### config.mk
export PLATFORM = sky130hd
export DESIGN_NAME = mem_fill_engine
export DESIGN_NICKNAME = d
export VERILOG_FILES = /design/src/rtl/mem_pkg.sv /design/src/rtl/mem_fill_engine.sv
export SDC_FILE = /design/constraint.sdc
export NUM_CORES = 1
export LEC_CHECK = 0
export BUFFER_PORTS_ARGS = -buffer_cell sky130_fd_sc_hd__buf_4
export CAP_MARGIN = 20
export CORE_MARGIN = 2
export CORE_UTILIZATION = 45
export CTS_BUF_LIST = sky130_fd_sc_hd__clkbuf_16
export DETAILED_ROUTE_END_ITERATION = 8
export PLACE_DENSITY = 0.76
export RECOVER_POWER = 50
export SLEW_MARGIN = 5
export SYNTH_ARGS = -nofsm -noshare
export SYNTH_HDL_FRONTEND = slang
export SYNTH_SLANG_ARGS = --single-unit
### constraint.sdc
create_clock -name clk -period 3.8 [get_ports clk]
set_input_delay 0.76 -clock clk [delete_from_list [all_inputs] [get_ports clk]]
set_output_delay 0.76 -clock clk [all_outputs]
set_load 0.01 [all_outputs]
### src/rtl/mem_pkg.sv
package mem_pkg;

    // Number of peer clients that share the memory
    localparam int NUM_CLIENTS = 3;

    // Request from a client, and also the strobe the arbiter issues to the memory
    // A client raises rd or wr as a level and holds every field until ready
    typedef struct packed {
        logic        rd;
        logic        wr;
        // Word address, only the low ADDR_WIDTH bits select a word
        logic [15:0] addr;
        logic [31:0] data;
        // One enable per byte lane of data
        logic [3:0]  byte_en;
    } mem_req_t;

    // Response to a client
    // Ready is a single-cycle pulse and q is only meaningful with a read ready
    typedef struct packed {
        logic        ready;
        logic [31:0] q;
    } mem_rsp_t;

    // Client identity, in priority order with the host first
    // The arbiter also uses it as the owner tag of a read in flight
    typedef enum logic [1:0] {
        CLIENT_HOST = 2'd0,
        CLIENT_FILL = 2'd1,
        CLIENT_SUM  = 2'd2
    } mem_client_e;

    // State of the fill and checksum engines
    // ENG_REQ holds the request up, ENG_WAIT drops it for one cycle after ready
    typedef enum logic [1:0] {
        ENG_IDLE = 2'd0,
        ENG_REQ  = 2'd1,
        ENG_WAIT = 2'd2
    } eng_state_t;

endpackage

### src/rtl/mem_fill_engine.sv
`timescale 1ns/1ps

module mem_fill_engine #(
    parameter int ADDR_WIDTH = 10
) (
    input  logic                  clk,
    input  logic                  rst_n,
    input  logic                  start,
    input  logic [ADDR_WIDTH-1:0] base_addr,
    input  logic [ADDR_WIDTH:0]   word_count,
    input  logic [31:0]           seed_value,
    output logic                  busy,
    output logic                  done,
    output mem_pkg::mem_req_t     req,
    input  mem_pkg::mem_rsp_t     rsp
);

    mem_pkg::eng_state_t   state_q;
    logic [ADDR_WIDTH:0]   left_q;
    logic [ADDR_WIDTH-1:0] addr_q;
    logic [31:0]           data_q;

    // Control FSM
    // A start with a zero count finishes at once without touching memory
    always_ff @(posedge clk) begin
        if (!rst_n) begin
            state_q <= mem_pkg::ENG_IDLE;
            left_q  <= '0;
            done    <= 1'b0;
        end else begin
            done <= 1'b0;
            case (state_q)
                mem_pkg::ENG_IDLE: begin
                    if (start) begin
                        left_q <= word_count;
                        if (word_count == '0) begin
                            done <= 1'b1;
                        end else begin
                            state_q <= mem_pkg::ENG_REQ;
                        end
                    end
                end
                mem_pkg::ENG_REQ: begin
                    if (rsp.ready) begin
                        left_q <= left_q - 1'b1;
                        if (left_q == (ADDR_WIDTH+1)'(1)) begin
                            state_q <= mem_pkg::ENG_IDLE;
                            done    <= 1'b1;
                        end else begin
                            state_q <= mem_pkg::ENG_WAIT;
                        end
                    end
                end
                // Request stays low for one cycle after each ready
                default: state_q <= mem_pkg::ENG_REQ;
            endcase
        end
    end

    // Address and pattern advance together, so data is seed plus index
    always_ff @(posedge clk) begin
        if (state_q == mem_pkg::ENG_IDLE && start) begin
            addr_q <= base_addr;
            data_q <= seed_value;
        end else if (state_q == mem_pkg::ENG_REQ && rsp.ready) begin
            addr_q <= addr_q + 1'b1;
            data_q <= data_q + 32'd1;
        end
    end

    assign busy = (state_q != mem_pkg::ENG_IDLE);

    // Full-word writes only
    always_comb begin
        req         = '0;
        req.wr      = (state_q == mem_pkg::ENG_REQ);
        req.addr    = 16'(addr_q);
        req.data    = data_q;
        req.byte_en = 4'hf;
    end

endmodule

# After elaboration in Yosys (flattened, before gate mapping)
# Cells that the tools add are included.
# word_totals
register_bits	56
output_inout_bits	56
inputBits	89
elab_cells	39
# classes
n_mux	17
n_eq_ne	5
reduce_logical	9
add_sub_neg	3
# op_table
operator	count
32-bit two-way mux	2
32-bit by 1-bit adder with 32-bit output (second input constant)	1
11-bit two-way mux	2
11-bit case mux with 2 select lines	1
10-bit two-way mux	2
11-bit by 1-bit == test with 1-bit output (second input constant)	1
11-bit logical NOT	1
11-bit by 1-bit subtractor with 11-bit output (second input constant)	1
10-bit by 1-bit adder with 10-bit output (second input constant)	1
2-bit two-way mux	4
3-bit AND reduction	2
2-bit nonzero test	3
1-bit two-way mux	4
2-bit inequality test (second input constant)	2
2-bit case mux with 2 select lines	1
2-bit by 1-bit == test with 1-bit output (second input constant)	1
1-bit logical AND	2
2-bit logical NOT	1
2-bit by 1-bit inequality test with 1-bit output (second input constant)	1
1-bit case mux with 2 select lines	1

# Depth between registers and ports, before layout
# Gate-level depths: netlist of the first run.
# depth
ltp_word	4
depth_mapped	6

# Worst setup path after synthesis of the first run
# Ideal clock, no wire load.
# synth_timing
path_kind	input-to-reg
start	in rsp[32] in the netlist's numbering
end	reg left_q[9]
cell_stages	6
path_buffers	1
t_arrival_ns	2.740
setup_ns	0.119
required_time_ns	3.681
setup_slack_ns	0.941
path_cell_list	mux2i_1 or2_2 clkbuf_1 clkinv_1 o21a_1 o221a_2
# synth_between
elab_chain_len	2
# synth_lines
element	line_no	source
start: declaration	mem_fill_engine.sv:15	input mem_pkg::mem_rsp_t rsp
2-bit by 1-bit inequality test with 1-bit output (no line)	--	
3-bit AND reduction (no line)	--	
end signal: assignment	mem_fill_engine.sv:35	left_q <= word_count;
end signal: assignment	mem_fill_engine.sv:45	left_q <= left_q - 1'b1;
end: declaration	mem_fill_engine.sv:19	logic [ADDR_WIDTH:0] left_q;
# No other way between the ends.
# A chain may end at the register's enable or synchronous reset.

# Worst setup path after layout of the first run
# layout_timing
start	in rsp[32] in the netlist's numbering
end	reg data_q[18] (enable)
# layout_between
elab_chain_len	2
# layout_lines
element	line_no	source
1-bit logical AND	mem_fill_engine.sv:65	end else if (state_q == mem_pkg::ENG_REQ && rsp.ready) begin
2-bit nonzero test (no line)	--	
end signal: assignment	mem_fill_engine.sv:64	data_q <= seed_value;
end signal: assignment	mem_fill_engine.sv:67	data_q <= data_q + 32'd1;
end: declaration	mem_fill_engine.sv:21	logic [31:0] data_q;
# No other way between the ends.

==> results.yml, run 1 <==
grt:
  grt_pass1_vias: 2952
  grt_use_total_pct: 19.85
  antenna_found_initial: 0
  grt_max_degree: 49
  grt_pass1_wl_mm: 13.68
  gr-total-overflow: 0
route:
  drc: 0
  drtIter0Drc: 158
  drt-wirelength-per-cell_um: 14.85
  num_vias: 3161
  wirelength_mm: 8.477
  vias_per_cell: 5.536
  firstDrtPassIters: 4
  ant_nets: 0
power_and_ir_drop:
  ir_drop_mv: 0.2497
  power.total_w: 0.001730
  power_density_mw_per_mm2: 412.2
  power_leakage_nw: 1.525
sta:
  skew_ps: 5.227
  max_freq_ghz: 0.3781
  final_hold_viol_count: 0
  slew-limit-headroom_pct: -4.471
  finalCriticalPeriod_ps: 2645
  min_period_over_period_pct: 69.59
  finalSetupTns_ps: 0
  rsz0062_at_grt: "false"
  setup_violations: 0
  drv_slew: 48
  worst_slack_ps: 1155
  worstMarginPinSlew_ps: 1563
logic_synthesis:
  ys.flop_type: "edfxtp_1"
  synth.most_common_cell: "nor2_1"
  async_flop_share_pct: 0
  synth_edf_count: 42
  syn_inst: 383
  yosys-top-cells-area: "edfxtp_1 (37%), dfxtp_1 (8.1%), nor2_1 (6.0%)"
  synth_top_cell_by_area: "edfxtp_1"
  syn_area_mm2: 0.003455
  syn_avg_cell_area_um2: 9.020
  yosys_warnings: 0
  synthTopCellsByCount: "nor2_1 (55), edfxtp_1 (42), a21oi_1 (33)"
  ys_types: 51
  synth_seq_cells: 56
  synth_top_cell_area_share_pct: 36.51
  synth-seq-area-share_pct: 44.62
floorplan:
  row_count: 31
  core_mm2: 0.007331
  fp.dieArea_mm2: 0.008393
  die_h_um: 91.62
  ioPinCount: 145
  die-width_um: 91.62
  start_util_pct: 47.12
placed_design:
  place_inst: 563
  portBuffers: 101
  gp_congestion: 0.8527
  dp_slack_ps: 1404
  dp.final_hpwl_mm: 6.208
setup_path:
  cp_data_required_time_ps: 3820
  timing.rr.start: "state_q[0]"
  r2r_slack_ps: 1300
  worstSetupStartpointType: "primary input"
  endpoint: "data_q[18]"
  critical_path_class: "primary input to register"
  r2r_cells: 4
  worst-path-max-fanout: 20
  crit_arrival_ps: 2670
  critical_path.startpoint: "rsp[32]"
  r2r_end: "data_q[18]"
  crit_path_end_kind: "register"
layout:
  layout-drive-gt1-share_pct: 16.10
  antennaDiodeCount: 0
  fin_cells: 571
  areaGrowthSynthToFinish_pct: 21.51
  finish.net_count: 564
run:
  cap_violations: 1
cts:
  hold_buffers: 0
  cts_resized: 0
  cts_tree: "built"
  post_cts_buffers: 0
  clk_latency_ps: 280
  cts_buffers: 5
  cts_sinks: 56
  cts_max_path_buffers: 2
  clockRootBuffer: "clkbuf_16"
  clkSlewWorstSetupHoldPaths_ps: 70
  htreeDepth: 2
run_status:
  status: "finished with violations"
  violations: "capacitance limit, slew limit"
min_path:
  min_path_type: "register to register"
## worst min path at each step
stage / start / to / slack [ps] / cells past startpoint
after floorplan: left_q[1] / left_q[1] / 440 / 2
after global placement: left_q[1] / left_q[1] / 460 / 2
after detailed placement: left_q[1] / left_q[1] / 460 / 2
after CTS: left_q[1] / left_q[1] / 470 / 2
after global routing: left_q[1] / left_q[1] / 500 / 2
final: left_q[1] / left_q[1] / 470 / 2
## worst max-delay path, stage by stage
cell	delay, ps
clkbuf_1	100
mux2i_1	120
or2_0	690
inv_1	590
buf_4	390
## placed cells by master, fill, tap and decap left out, types with 2 or more instances in the layout
master      n
o21ai_0     3
nand4_1     5
o211ai_1    2
a21oi_1    33
nor4_1      8
edfxtp_1   42
nand2b_1    5
clkbuf_16   5
clkbuf_1   46
o31ai_1    12
o21ai_1     4
nand2_1    23
o21a_1      3
xor2_1      7
nand3_1    16
o221a_2     4
or3_1       8
or4_4       2
ha_1        4
or4_1      14
buf_4      57
dfxtp_1    14
nor3_1      8
mux2_2      2
a31oi_1    18
inv_1      17
nand4_2     2
conb_1     11
nor2_1     55
a21boi_1    3
or2_2       2
xnor2_1    16
and3_1      2
## area by class of cell
class / count / area [um2]
inverters: 15 / 56.30
clock buffers: 5 / 125.1
well taps: 99 / 123.9
fillers: 704 / 3133
repair buffers: 104 / 620.6
clock inverters: 3 / 11.26
multi-input cells: 289 / 1719
flip-flops and latches: 56 / 1541
## registers in the layout, summed over array words and instances, names as in the netlist
| register | cells |
|---|---|
| data_q | 32 |
| left_q | 11 |
| state_q | 2 |
| done | 1 |
| addr_q | 10 |
## through the flow
step	hold slack, ps	util [%]	instance area (um2)
after floorplan	443.9	-	3488
after global placement	460.7	57.79	4237
after detailed placement	461.5	57.79	4237
after CTS	471.2	59.65	4373
after global routing	499.9	57.26	4198
final	468.6	57.26	4198
## cells by family after synthesis
kind of cell	Yosys count	share of synthesized area, %
mux	3	0.9417
xor+xnor	23	5.831
compound gates	90	16.73
simple gates	158	23.62
flops	56	44.62
fa+ha+maj	4	1.449
other cells	2	0.2174
buf+inv	47	6.592
## where the power goes
group	internal, W	total, W	leakage, nW	switching [W]
Combinational	0.000187	0.000435	0.934	0.000248
Sequential	0.000763	0.000858	0.517	0.0000944
Clock	0.000238	0.000438	0.0738	0.000199
Total	0.00119	0.00173	1.52	0.000542
## metal layers
layer	up-vias	routed length, um	global-route usage [%]
met5	-	0	0
met4	0	84	5.682
met3	8	524	4.026
met2	106	4164	33.88
met1	1483	3704	25.50
li1	1564	-	-
Power figures use the tool's default switching activity.
==> inputs of run 2 (changes only) <==
Settings changed: ABC_AREA set to 1, PLACE_DENSITY 0.76 to 0.74.
Clock period 3.8 ns to 2.45 ns, I/O delays scaled along.
==> run 2 against run 1 <==
The flow now finishes without violations. Hold slack lost 16 ps. Combinational power grew 71%. Clock skew increased by 6.3 ps. Die area increased by 8.5%. Cell area increased by 9.7%. Routed wire length up 11%. Sequential power grew 56%. Power rose by 62%. Non-clock buffer count grew 3.
==> results.yml, run 2 <==
cts:
  clk_latency_ps: 290
  cts_tree: "built"
  htreeDepth: 2
  clockRootBuffer: "clkbuf_16"
  cts_sinks: 56
  cts_resized: 0
  post_cts_buffers: 0
  hold_buffers: 0
  cts_max_path_buffers: 2
  clkSlewWorstSetupHoldPaths_ps: 80
  cts_buffers: 5
grt:
  antenna_found_initial: 0
  grt_use_total_pct: 20.84
  gr-total-overflow: 0
  grt_pass1_vias: 3410
  grt_max_degree: 38
  grt_pass1_wl_mm: 15.06
logic_synthesis:
  async_flop_share_pct: 0
  synth-seq-area-share_pct: 40.96
  ys.flop_type: "edfxtp_1"
  syn_avg_cell_area_um2: 7.074
  syn_inst: 532
  ys_types: 31
  synth_top_cell_by_area: "edfxtp_1"
  syn_area_mm2: 0.003764
  yosys_warnings: 0
  synth.most_common_cell: "nand2_1"
  yosys-top-cells-area: "edfxtp_1 (34%), nand2_1 (21%), dfxtp_1 (7.4%)"
  synth_edf_count: 42
  synth_seq_cells: 56
  synth_top_cell_area_share_pct: 33.51
  synthTopCellsByCount: "nand2_1 (210), nor2_1 (66), edfxtp_1 (42)"
layout:
  fin_cells: 739
  antennaDiodeCount: 0
  largest-register: "data_q"
  post-route-cell-area_mm2: 0.004603
  mostFrequentLayoutCell: "nand2_1"
  largest_reg_flops: 32
  final_cell_mix: "nand2_1 (211), nor2_1 (66), buf_4 (65)"
  areaGrowthSynthToFinish_pct: 22.31
  largest_registers: "data_q: 32 flops, left_q: 11 flops, addr_q: 10 flops"
  fillers: 861
  layout-drive-gt1-share_pct: 14.67
  finish.net_count: 726
min_path:
  min_path_type: "primary input to register"
floorplan:
  die-width_um: 95.45
  die_h_um: 95.45
  core_mm2: 0.008175
  start_util_pct: 46.04
  ioPinCount: 145
  fp.dieArea_mm2: 0.009111
  row_count: 33
run_status:
  status: "finished, final reports clean"
route:
  drtIter0Drc: 185
  wl_met1_mm: 4.219
  num_vias: 3698
  drc: 0
  wl_met2_mm: 4.491
  firstDrtPassIters: 4
  met3WireLength_um: 583
  ant_nets: 0
  vias_per_cell: 5.004
  drt-wirelength-per-cell_um: 12.75
  wirelength_mm: 9.419
  top_layer_used: "met4"
setup_path:
  cp_common_cell: "nand2_1"
  cp_data_required_time_ps: 2380
  worstSetupStartpointType: "register"
  crit_path_end_kind: "register"
  crit_arrival_ps: 1850
  slowest_stage: "clkbuf_1"
  critical_path_class: "register to register"
  path_cells: "nor2_1 -> nand2_1 -> nand2_1 -> clkbuf_1"
  max_stage_delay_ps: 560
  worst-path-max-fanout: 14
sta:
  finalSetupTns_ps: 0
  worstMarginPinSlew_ps: 650.9
  rsz0062_at_grt: "false"
  slew-limit-headroom_pct: 56.61
  finalCriticalPeriod_ps: 1913
  setup_violations: 0
  final_hold_viol_count: 0
  min_period_over_period_pct: 78.10
  skew_ps: 11.57
  holdWs_ps: 452.7
  drv_slew: 0
  max_freq_ghz: 0.5226
power_and_ir_drop:
  power.total_w: 0.002810
  p_int_w: 0.001869
  p_seq_share_pct: 47.6
  comb_power_share_pct: 26.6
  power_density_mw_per_mm2: 610.4
  ir_drop_mv: 0.3437
  p_clk_share_pct: 25.9
  power_switching_w: 0.0009412
  power_leakage_nw: 1.970
  swShare_pct: 33.50
placed_design:
  place_inst: 731
  portBuffers: 101
  placed_cell_area_mm2: 0.004611
  dp.final_hpwl_mm: 7.285
  gp_congestion: 0.8830
run:
  cap_violations: 0
[run 2: changes by cell type in the layout (fill, tap and decap cells not counted), moves of 12 or more]
cell and change:
a21oi_1 -21, nand2_1 +188, or4_1 -14, o21ai_0 +26
inv_1 +15, a31oi_1 -15, o31ai_1 -12
[run 2: worst max-delay path, delay by kind of cell, from the launching register on]
kind	cells	cell delay, ps
AND/OR/NAND/NOR	3	640
buffers and inverters	1	560
flip-flops	1	340
[run 2: cell families after synthesis]
kind of cell,Yosys count,synth area share [%]
AOI/OAI and AO/OA,57,8.012
xor gates and xnor gates,19,4.422
adders and majority gates,4,1.330
buffers and inverters,58,7.214
DFF,56,40.96
other,2,0.1995
and+or+nand+nor,336,37.87
[run 2: per-layer routing]
metal  up-vias  global-route usage [%]
met5         -                       0
met4         0                   5.952
met3         8                   3.557
met2       123                   36.62
met1      1668                   26.30
li1       1899                       -
[run 2: power groups by stage]
stage | registers [W] | clock network, W | logic, W
2_1_floorplan | 0.00136 | 0 | 0.000460
3_5_place_dp | 0.00136 | 0 | 0.000815
3_3_place_gp | 0.00135 | 0 | 0.000795
4_1_cts | 0.00134 | 0.000739 | 0.000816
6_report | 0.00134 | 0.000726 | 0.000746
5_1_grt | 0.00136 | 0.000785 | 0.000847
[run 2: final cells by class]
class / instances / area [um2] / area share [%]
tap: 105 / 131.4 / 2.854
multi-input combinational: 427 / 1982 / 43.06
clock inverter: 3 / 22.52 / 0.4893
timing repair buffer: 107 / 665.6 / 14.46
inverter: 36 / 135.1 / 2.936
sequential: 56 / 1541 / 33.49
clock buffer: 5 / 125.1 / 2.718
[run 2: final timing paths]
path                end  depth (start not counted)          start  slack, ps
max          data_q[31]                          4     state_q[1]        540
min           left_q[1]                          3  word_count[1]        450
max reg2reg  data_q[31]                          4     state_q[1]        540
min reg2reg   left_q[9]                          2      left_q[9]        510
[run 2: per-stage QoR]
step	util (%)	setup WS (ps)
floorplan	-	753.6
global placement	56.40	688.6
detailed placement	56.40	644.8
CTS	58.20	634.4
global route	56.31	407.4
finish	56.31	536.6
