--- src/rtl/mem_pkg.sv ---
package mem_pkg;

    // Number of peer clients that share the memory
    localparam int NUM_CLIENTS = 3;

    // Request from a client, and also the strobe the arbiter issues to the memory
    // A client raises rd or wr as a level and holds every field until ready
    typedef struct packed {
        logic        rd;
        logic        wr;
        // Word address, only the low ADDR_WIDTH bits select a word
        logic [15:0] addr;
        logic [31:0] data;
        // One enable per byte lane of data
        logic [3:0]  byte_en;
    } mem_req_t;

    // Response to a client
    // Ready is a single-cycle pulse and q is only meaningful with a read ready
    typedef struct packed {
        logic        ready;
        logic [31:0] q;
    } mem_rsp_t;

    // Client identity, in priority order with the host first
    // The arbiter also uses it as the owner tag of a read in flight
    typedef enum logic [1:0] {
        CLIENT_HOST = 2'd0,
        CLIENT_FILL = 2'd1,
        CLIENT_SUM  = 2'd2
    } mem_client_e;

    // State of the fill and checksum engines
    // ENG_REQ holds the request up, ENG_WAIT drops it for one cycle after ready
    typedef enum logic [1:0] {
        ENG_IDLE = 2'd0,
        ENG_REQ  = 2'd1,
        ENG_WAIT = 2'd2
    } eng_state_t;

endpackage

--- src/rtl/mem_sum_engine.sv ---
`timescale 1ns/1ps

module mem_sum_engine #(
    parameter int ADDR_WIDTH = 10
) (
    input  logic                  clk,
    input  logic                  rst_n,
    input  logic                  start,
    input  logic [ADDR_WIDTH-1:0] base_addr,
    input  logic [ADDR_WIDTH:0]   word_count,
    output logic                  busy,
    output logic                  done,
    output logic [31:0]           sum,
    output mem_pkg::mem_req_t     req,
    input  mem_pkg::mem_rsp_t     rsp
);

    mem_pkg::eng_state_t   state_q;
    logic [ADDR_WIDTH:0]   left_q;
    logic [ADDR_WIDTH-1:0] addr_q;
    logic [31:0]           acc_q;

    // Control FSM and accumulator
    // The sum is cleared on start and then held after done until the next start
    always_ff @(posedge clk) begin
        if (!rst_n) begin
            state_q <= mem_pkg::ENG_IDLE;
            left_q  <= '0;
            acc_q   <= '0;
            done    <= 1'b0;
        end else begin
            done <= 1'b0;
            case (state_q)
                mem_pkg::ENG_IDLE: begin
                    if (start) begin
                        left_q <= word_count;
                        acc_q  <= '0;
                        if (word_count == '0) begin
                            done <= 1'b1;
                        end else begin
                            state_q <= mem_pkg::ENG_REQ;
                        end
                    end
                end
                mem_pkg::ENG_REQ: begin
                    if (rsp.ready) begin
                        // Add wraps modulo 2**32
                        acc_q  <= acc_q + rsp.q;
                        left_q <= left_q - 1'b1;
                        if (left_q == (ADDR_WIDTH+1)'(1)) begin
                            state_q <= mem_pkg::ENG_IDLE;
                            done    <= 1'b1;
                        end else begin
                            state_q <= mem_pkg::ENG_WAIT;
                        end
                    end
                end
                // One idle cycle between reads, then the next address goes out
                default: state_q <= mem_pkg::ENG_REQ;
            endcase
        end
    end

    // Read address walks up from the base
    always_ff @(posedge clk) begin
        if (state_q == mem_pkg::ENG_IDLE && start) begin
            addr_q <= base_addr;
        end else if (state_q == mem_pkg::ENG_REQ && rsp.ready) begin
            addr_q <= addr_q + 1'b1;
        end
    end

    assign busy = (state_q != mem_pkg::ENG_IDLE);
    assign sum  = acc_q;

    // Read request, write fields left at zero
    always_comb begin
        req      = '0;
        req.rd   = (state_q == mem_pkg::ENG_REQ);
        req.addr = 16'(addr_q);
    end

endmodule

--- config.mk ---
export PLATFORM = sky130hd
export DESIGN_NAME = mem_sum_engine
export DESIGN_NICKNAME = d
export VERILOG_FILES = /design/src/rtl/mem_pkg.sv /design/src/rtl/mem_sum_engine.sv
export SDC_FILE = /design/constraint.sdc
export NUM_CORES = 1
export LEC_CHECK = 0
export BUFFER_PORTS_ARGS = -buffer_cell sky130_fd_sc_hd__buf_2
export CORE_MARGIN = 10
export CORE_UTILIZATION = 29
export DETAILED_ROUTE_END_ITERATION = 8
export PLACE_DENSITY_LB_ADDON = 0.25
export SYNTH_ARGS = -nofsm -noshare
export SYNTH_HDL_FRONTEND = slang
export SYNTH_SLANG_ARGS = --single-unit
--- constraint.sdc ---
create_clock -name clk -period 2.7 [get_ports clk]
set_input_delay 0.135 -clock clk [delete_from_list [all_inputs] [get_ports clk]]
set_output_delay 0.135 -clock clk [all_outputs]
set_load 0.03 [all_outputs]
---- Yosys cells after proc, flatten, opt, wreduce, memory -nomap -nowiden ----
Index checks and enable logic that the tools add are counted.
word-level totals
  register bits ........................... 56
  input port bits ......................... 57
  output and inout port bits .............. 88
operators by class
  add/sub/neg operators ................... 3
  equality and inequality tests ........... 5
  muxes and demuxes ....................... 18
  reductions and logical operators ........ 9
operator list
  cell                                                   number
  two-way mux 32 bit                                     2
  case mux 32 bit (2 select lines)                       1
  adder 32 bit                                           1
  two-way mux 11 bit                                     2
  case mux 11 bit (2 select lines)                       1
  two-way mux 10 bit                                     2
  == test 11 x 1 -> 1 bit, second input constant         1
  logical NOT 11 bit                                     1
  subtractor 11 x 1 -> 11 bit, second input constant     1
  adder 10 x 1 -> 10 bit, second input constant          1
  two-way mux 2 bit                                      4
  AND reduction 3 bit                                    2
  nonzero test 2 bit                                     3
  two-way mux 1 bit                                      4
  inequality test 2 bit, second input constant           2
  case mux 2 bit (2 select lines)                        1
  == test 2 x 1 -> 1 bit, second input constant          1
  logical AND 1 bit                                      2
  logical NOT 2 bit                                      1
  inequality test 2 x 1 -> 1 bit, second input constant  1
  case mux 1 bit (2 select lines)                        1

---- Longest topological paths before layout ----
Gate-level depths: netlist of run 1.
  word-level depth ........................ 4
  depth in mapped cells ................... 12
  gate-level depth less buffers ........... 12

---- Worst setup path before layout of run 1 ----
Ideal clock, no wire load.
  kind .................................... reg2reg
  start ................................... register acc_q[0] (netlist: sum[0])
  end ..................................... register acc_q[14] (netlist: sum[14])
  setup time .............................. 74 ps
  arrival time ............................ 2752 ps
  data required time ...................... 2626 ps
  slack ................................... -126 ps
  cell stages (with the launch flop) ...... 13
  buffers on the path ..................... 0
  period minus slack after synthesis ...... 2826 ps
  cells stage by stage .................... dfxtp_1 > ha_1 > inv_1 > fa_1 > nor2b_1 > o21ai_1 > a2111o_1 > nand3_1 > nand3_2 > nand2_2 > a21oi_1 > or4b_1 > a31oi_1
between the ends
  longest elaborated chain between the ends .. 3
RTL lines
  what                              RTL line              RTL
  start, declared                   mem_sum_engine.sv:21  logic [31:0] acc_q;
  start signal, assigned            mem_sum_engine.sv:48  acc_q <= acc_q + rsp.q;
  adder 32 bit                      mem_sum_engine.sv:48
  two-way mux 32 bit                mem_sum_engine.sv:46  if (rsp.ready) begin
  case mux 32 bit (2 select lines)  mem_sum_engine.sv:33  case (state_q)
Every way passes these cells. The select of a mux whose other input is x is not followed.
A chain may end at the register's enable or synchronous reset.

---- Worst setup path after layout of run 1 ----
Same ends and word-level chain as after synthesis.

==> impl_metrics.env, run 1 <==
export IMPL_grt_pass1_vias=4343
export IMPL_synth_most_common_cell="nor2_1"
export IMPL_clockBufferDepth=2
export IMPL_h_tree_depth=2
export IMPL_wl_met2_mm=6.23
export IMPL_rr_startpoint="sum[0]"
export IMPL_die_x_um=144
export IMPL_ys_flop_type="dfxtp_1"
export IMPL_synth_simple_area_share_pct=19.1
export IMPL_ys_seq_elements=56
export IMPL_layout_nets=772
export IMPL_core_um2=15100
export IMPL_fin_crit_ns=2.67
export IMPL_yosysWarnings=0
export IMPL_drt_iter0_drc=215
export IMPL_synth_distinct_cells=68
export IMPL_crit_chain="ha_4 -> inv_2 -> fa_2 -> nor2b_1 -> o21ai_1 -> a2111o_1 -> nand3_2 -> nand3_2 -> nand2_2 -> a21oi_2 -> or4b_1 -> a31oi_1"
export IMPL_power_mw=2.78
export IMPL_holdBufCountCts=0
export IMPL_syn_area_um2=4430
export IMPL_syn_avg_cell_area_um2=7.85
export IMPL_crit_path_frequent_cell="nand3_2"
export IMPL_r2r_setup_slack_ns=0.03
export IMPL_finalSetupTns_ns=0
export IMPL_synth_edff_count=10
export IMPL_gp_congestion=0.902
export IMPL_synth_top_family_by_area="compound AO/OA/AOI/OAI gates"
export IMPL_crit_slowest_cell="or4b_1"
export IMPL_start_util_pct=29.4
export IMPL_finalMaxSlewViolations=0
export IMPL_synthXorXnorAreaFrac_pct=6.32
export IMPL_num_vias=4302
export IMPL_power_leakage_nw=2.44
export IMPL_ys_top_cells_by_area="dfxtp_1, ha_1, buf_4"
export IMPL_critical_path_startpoint="sum[0]"
export IMPL_wl_met3_um=908
export IMPL_clkSinkCount=56
export IMPL_clk_pin_slew_ns=0.08
export IMPL_overflow=0
export IMPL_numPortBuffers=101
export IMPL_hpwl_mm=10.8
export IMPL_grt_use_total_pct=12.9
export IMPL_start_kind="flop"
export IMPL_die_area_um2=20600
export IMPL_layout_drive_gt1_share_pct=25.1
export IMPL_timing_final_crit_share_pct=98.9
export IMPL_crit_required_ns=2.94
export IMPL_grt_pass1_wl_mm=21.7
export IMPL_setup_violations=0
export IMPL_synthArstFlopShare_pct=0
export IMPL_cts_buffers=5
export IMPL_status="completed"
export IMPL_synthDominantCellAreaShare_pct=20.8
export IMPL_viasPerCell=4.94
export IMPL_rsz0062_at_grt="true"
export IMPL_synth_compound_area_share_pct=24.8
export IMPL_endpoint="sum[14]"
export IMPL_max_cap_viol_count=0
export IMPL_routedWlPerCell_um=15.8
export IMPL_antenna_found_initial=0
export IMPL_synth_yosys_seq_area_share_pct=27.5
export IMPL_cts_root_buf="clkbuf_16"
export IMPL_reg2reg_depth=12
export IMPL_ant_nets=0
export IMPL_slowest_delay_ns=0.52
export IMPL_io_pins=145
export IMPL_ir_drop_mv=0.270
export IMPL_firstDrtPassIters=5
export IMPL_hold_violations=0
export IMPL_synth_top_area_cell="dfxtp_1"
export IMPL_area_growth_pct=20.8
export IMPL_yosys_top_cells_count="nor2_1, nand2_1, a21oi_1, dfxtp_1, buf_4"
export IMPL_grt_max_degree=30
export IMPL_max_freq_mhz=374
export IMPL_drc=0
export IMPL_path_class="flop to flop"
export IMPL_die_y_um=144
export IMPL_hold_path_class="primary input to flop"
export IMPL_synthMuxAreaShare_pct=0.254
export IMPL_arrival_ns=2.91
export IMPL_worstPathMaxFanout=3
export IMPL_routed_top_layer="met4"
export IMPL_clock_latency_ns=0.31
export IMPL_skew_ns=0.0128
export IMPL_max_slew_margin_pct=47.6
export IMPL_yosys_area_share_adder_pct=10.0
export IMPL_synth_cells=565
export IMPL_cts_tree="done"
export IMPL_met1_length_mm=6.34
export IMPL_r2r_end="sum[14]"
export IMPL_worstMarginPinSlew_ns=0.784
export IMPL_rows=45
export IMPL_power_density_nw_per_um2=519
export IMPL_end_kind="flop"
export IMPL_wl_mm=13.7
==> where the power goes <==
| group | switching [mW] | internal [mW] | total (mW) |
|---|---|---|---|
| Sequential | 0.0639 | 0.932 | 0.996 |
| Combinational | 0.585 | 0.312 | 0.898 |
| Clock | 0.350 | 0.537 | 0.887 |
==> critical path, delay by kind of cell (launching register included) <==
kind | cells | cell delay, ns
AOI/OAI and AO/OA | 4 | 0.82
adders and majority gates | 2 | 0.48
buffers and inverters | 1 | 0.04
DFF | 1 | 0.36
and+or+nand+nor | 5 | 0.92
==> sequential cells by signal, summed over array words and instances, names as in the netlist <==
| name | count |
|---|---|
| left_q | 11 |
| done | 1 |
| sum | 32 |
| state_q | 2 |
| addr_q | 10 |
==> logic make-up after synthesis <==
family                     count (synthesis)
buffers and inverters                     83
other                                      1
DFF                                       56
and+or+nand+nor                          184
muxes                                      1
adders and majority gates                 35
xor gates and xnor gates                  32
AOI/OAI and AO/OA                        173
==> metal layers <==
metal | vias to the layer above | track usage [%]
met5 | - | 0
met4 | 0 | 3.49
met3 | 13 | 3.76
met2 | 124 | 20.8
met1 | 2002 | 16.5
li1 | 2163 | -
==> placed cells by master, fill, tap and decap left out, types with 5 or more instances in the layout <==
cell	count
dfxtp_1	44
inv_1	17
o21ai_0	36
a21oi_1	52
nor3_1	12
buf_2	101
a31oi_1	7
a21o_1	8
a22oi_1	14
conb_1	43
nand2_1	55
buf_4	29
edfxtp_1	10
a21oi_2	6
nor2_1	59
nand3_1	21
a211oi_1	9
xnor2_1	15
ha_1	32
xor2_1	17
clkbuf_16	5
nor2b_1	5
==> how the worst min path moves through the flow <==
stage | depth (start not counted) | start | slack [ns] | end
global route | 3 | rst_n | 0.10 | sum[9]
floorplan | 2 | rst_n | 0.27 | sum[9]
CTS | 3 | word_count[0] | 0.09 | left_q[0]
finish | 3 | word_count[0] | 0.10 | left_q[0]
global placement | 3 | word_count[0] | 0.41 | left_q[0]
detailed placement | 3 | rst_n | 0.42 | sum[9]
==> stage by stage <==
| step | instances | hold slack (ns) | setup slack [ns] | util [%] | instance area, µm² |
|---|---|---|---|---|---|
| 2_1_floorplan | 607 | 0.274 | 0.0407 | - | 4600 |
| 3_5_place_dp | 857 | 0.423 | -0.123 | 33.6 | 5070 |
| 6_report | 870 | 0.101 | 0.0290 | 35.5 | 5360 |
| 4_1_cts | 865 | 0.0907 | -0.0198 | 35.0 | 5280 |
| 3_3_place_gp | 857 | 0.413 | -0.0763 | 33.6 | 5070 |
| 5_1_grt | 869 | 0.104 | -0.0733 | 35.5 | 5350 |
==> final cells by class <==
type | instances | area [µm²]
timing repair buffer | 130 | 723
antenna | 1 | 2.50
multi-input combinational | 468 | 2900
clock inverter | 3 | 68.8
sequential | 56 | 1230
fill | 1613 | 9730
clock buffer | 5 | 125
inverter | 19 | 71.3
tap | 188 | 235
==> timing repair <==
action	in CTS	in global routing
endpoints found under the setup margin	5	10
resized for setup	2	10
buffers inserted	0	4
pin swaps	1	14
No activity file was read; power rests on OpenSTA's default activity.
==> inputs of run 2 (changes only) <==
ABC_AREA = 1   (was default)
CORE_MARGIN = default   (was 10)
SKIP_LAST_GASP = 1   (was default)
==> run 2 against run 1 <==
Via count is 21% higher. Cell area is 11% higher. Global-route usage increased by 3.7 points. Fmax grew 14%. Synthesized area up 18%. Flip-flop and latch count is the same. Critical endpoint is now left_q[9]. Highest routed layer unchanged.
==> impl_metrics.env, run 2 <==
export IMPL_syn_area_um2=5240
export IMPL_setup_ws_ns=0.362
export IMPL_start_util_pct=30.0
export IMPL_post_cts_buffers=0
export IMPL_arrival_ns=2.51
export IMPL_grt_pass1_wl_mm=24.0
export IMPL_wl_mm=15.0
export IMPL_num_vias=5221
export IMPL_h_tree_depth=2
export IMPL_end_kind="flop"
export IMPL_final_common_cell="nand2_1"
export IMPL_rows=48
export IMPL_hold_violations=0
export IMPL_clk_pin_slew_ns=0.08
export IMPL_layout_drive_gt1_share_pct=16.2
export IMPL_synth_yosys_seq_area_share_pct=23.3
export IMPL_area_growth_pct=13.7
export IMPL_cts_tree="done"
export IMPL_setup_violations=0
export IMPL_cts_buffers=5
export IMPL_start_kind="flop"
export IMPL_viasPerCell=4.44
export IMPL_ys_top_cells_by_area="nand2_1, dfxtp_1, inv_1"
export IMPL_diodes=0
export IMPL_die_area_um2=18600
export IMPL_layout_nets=1041
export IMPL_reg2reg_depth=7
export IMPL_mostFrequentLayoutCells="nand2_1, inv_1, buf_2, a21oi_1, nor2_1"
export IMPL_fin_crit_ns=2.34
export IMPL_ys_seq_elements=56
export IMPL_fillers=2014
export IMPL_clkSinkCount=56
export IMPL_power_mw=2.62
export IMPL_max_freq_mhz=428
export IMPL_final_util_pct=34.1
export IMPL_grt_use_total_pct=16.7
export IMPL_endpoint="left_q[9]"
export IMPL_r2r_setup_slack_ns=0.36
export IMPL_hpwl_mm=11.9
export IMPL_grt_pass1_vias=4844
export IMPL_synth_edff_count=10
export IMPL_drc=0
export IMPL_design_area_um2=5960
export IMPL_worstPathMaxFanout=35
export IMPL_largest_register_ffs=32
export IMPL_max_slew_margin_pct=39.2
export IMPL_yosysWarnings=0
export IMPL_dp_slack_ns=0.314
export IMPL_synth_top_area_cell="nand2_1"
export IMPL_ys_flop_type="dfxtp_1"
export IMPL_power_leakage_nw=3.27
export IMPL_path_class="flop to flop"
export IMPL_synth_cells=853
export IMPL_die_y_um=136
export IMPL_finalSetupTns_ns=0
export IMPL_numPortBuffers=101
export IMPL_drt_iter0_drc=235
export IMPL_rr_startpoint="state_q[1]"
export IMPL_finalMaxSlewViolations=0
export IMPL_worstMarginPinSlew_ns=0.910
export IMPL_max_cap_viol_count=0
export IMPL_holdBufCountCts=0
export IMPL_overflow=0
export IMPL_seqCellArea_um2=1220
export IMPL_routedWlPerCell_um=12.8
export IMPL_io_pins=145
export IMPL_multi_input_area_um2=3250
export IMPL_yosys_top_cells_count="nand2_1, inv_1, a21oi_1, nor2_1, dfxtp_1"
export IMPL_power_density_nw_per_um2=439
export IMPL_clock_latency_ns=0.31
export IMPL_ant_nets=0
export IMPL_ir_drop_mv=0.273
export IMPL_grt_max_degree=36
export IMPL_r2r_end="left_q[9]"
export IMPL_hold_path_class="primary input to flop"
export IMPL_timing_final_crit_share_pct=86.6
export IMPL_crit_required_ns=2.87
export IMPL_die_x_um=136
export IMPL_synth_distinct_cells=45
export IMPL_firstDrtPassIters=5
export IMPL_synth_most_common_cell="nand2_1"
export IMPL_synthArstFlopShare_pct=0
export IMPL_core_um2=17500
export IMPL_clockBufferDepth=2
export IMPL_dpl_cell_area_um2=5810
export IMPL_gp_congestion=0.827
export IMPL_critical_path_startpoint="state_q[1]"
export IMPL_synthDominantCellAreaShare_pct=19.8
export IMPL_syn_avg_cell_area_um2=6.15
export IMPL_status="completed"
export IMPL_rsz0062_at_grt="false"
export IMPL_antenna_found_initial=0
export IMPL_skew_ns=0.00798
export IMPL_cts_resized=0
export IMPL_cts_root_buf="clkbuf_16"
run 2: cell count changes after synthesis, sizes merged, moves of 9 or more:
cell / delta
nand2: +234
inv: +120
nand3: +31
a22oi: -13
xnor2: -11
a21o: -9
run 2: cells by family after synthesis:
group           after synthesis  synth area share, %
compound gates              122                 12.6
xor+xnor                     14                 2.34
fa+ha+maj                    35                 8.49
buf+inv                     197                 17.7
flops                        56                 23.3
mux                           1                0.215
other cells                   1               0.0715
simple gates                427                 35.4
run 2: cell type report:
type	instances	share of cell area, %
clock inverter	3	0.378
multi-input combinational	642	54.6
clock buffer	5	2.10
sequential	56	20.5
tap	225	4.72
inverter	139	8.75
timing repair buffer	105	8.98
run 2: through the flow:
| step | std cells | hold WS [ns] |
|---|---|---|
| final | 1175 | 0.106 |
| after global routing | 1175 | 0.109 |
| after CTS | 1175 | 0.0944 |
| after detailed placement | 1167 | 0.420 |
| after global placement | 1167 | 0.419 |
| after floorplan | 895 | 0.273 |
run 2: power by group:
group | internal [mW] | total [mW] | switching (mW)
clock | 0.350 | 0.714 | 0.364
combinational | 0.278 | 0.914 | 0.636
sequential | 0.929 | 0.990 | 0.0614
total | 1.56 | 2.62 | 1.06
run 2: worst min path at each step:
stage	from	end	slack, ns	cells after the start
2_1_floorplan	rst_n	left_q[10]	0.27	2
3_3_place_gp	base_addr[0]	addr_q[0]	0.42	3
3_5_place_dp	base_addr[5]	addr_q[5]	0.42	3
4_1_cts	base_addr[5]	addr_q[5]	0.09	3
5_1_grt	word_count[5]	left_q[5]	0.11	3
6_report	word_count[10]	left_q[10]	0.11	3
run 2: routing by layer:
layer  vias up  GRT usage [%]  wire length [µm]
met1      2287           22.8              7560
met4         0           3.58               123
met3         8           2.13               583
li1       2797              -                 -
met2       129           27.8              6760
met5         -              0                 0
run 2: worst max-delay path, stage by stage (launching register included):
cell and delay (ns):
dfxtp_1 0.40, nor2_4 0.07, nand2_4 0.13, inv_2 0.07
nor2_4 0.69, inv_2 0.50, o21ai_0 0.27, a31oi_1 0.06
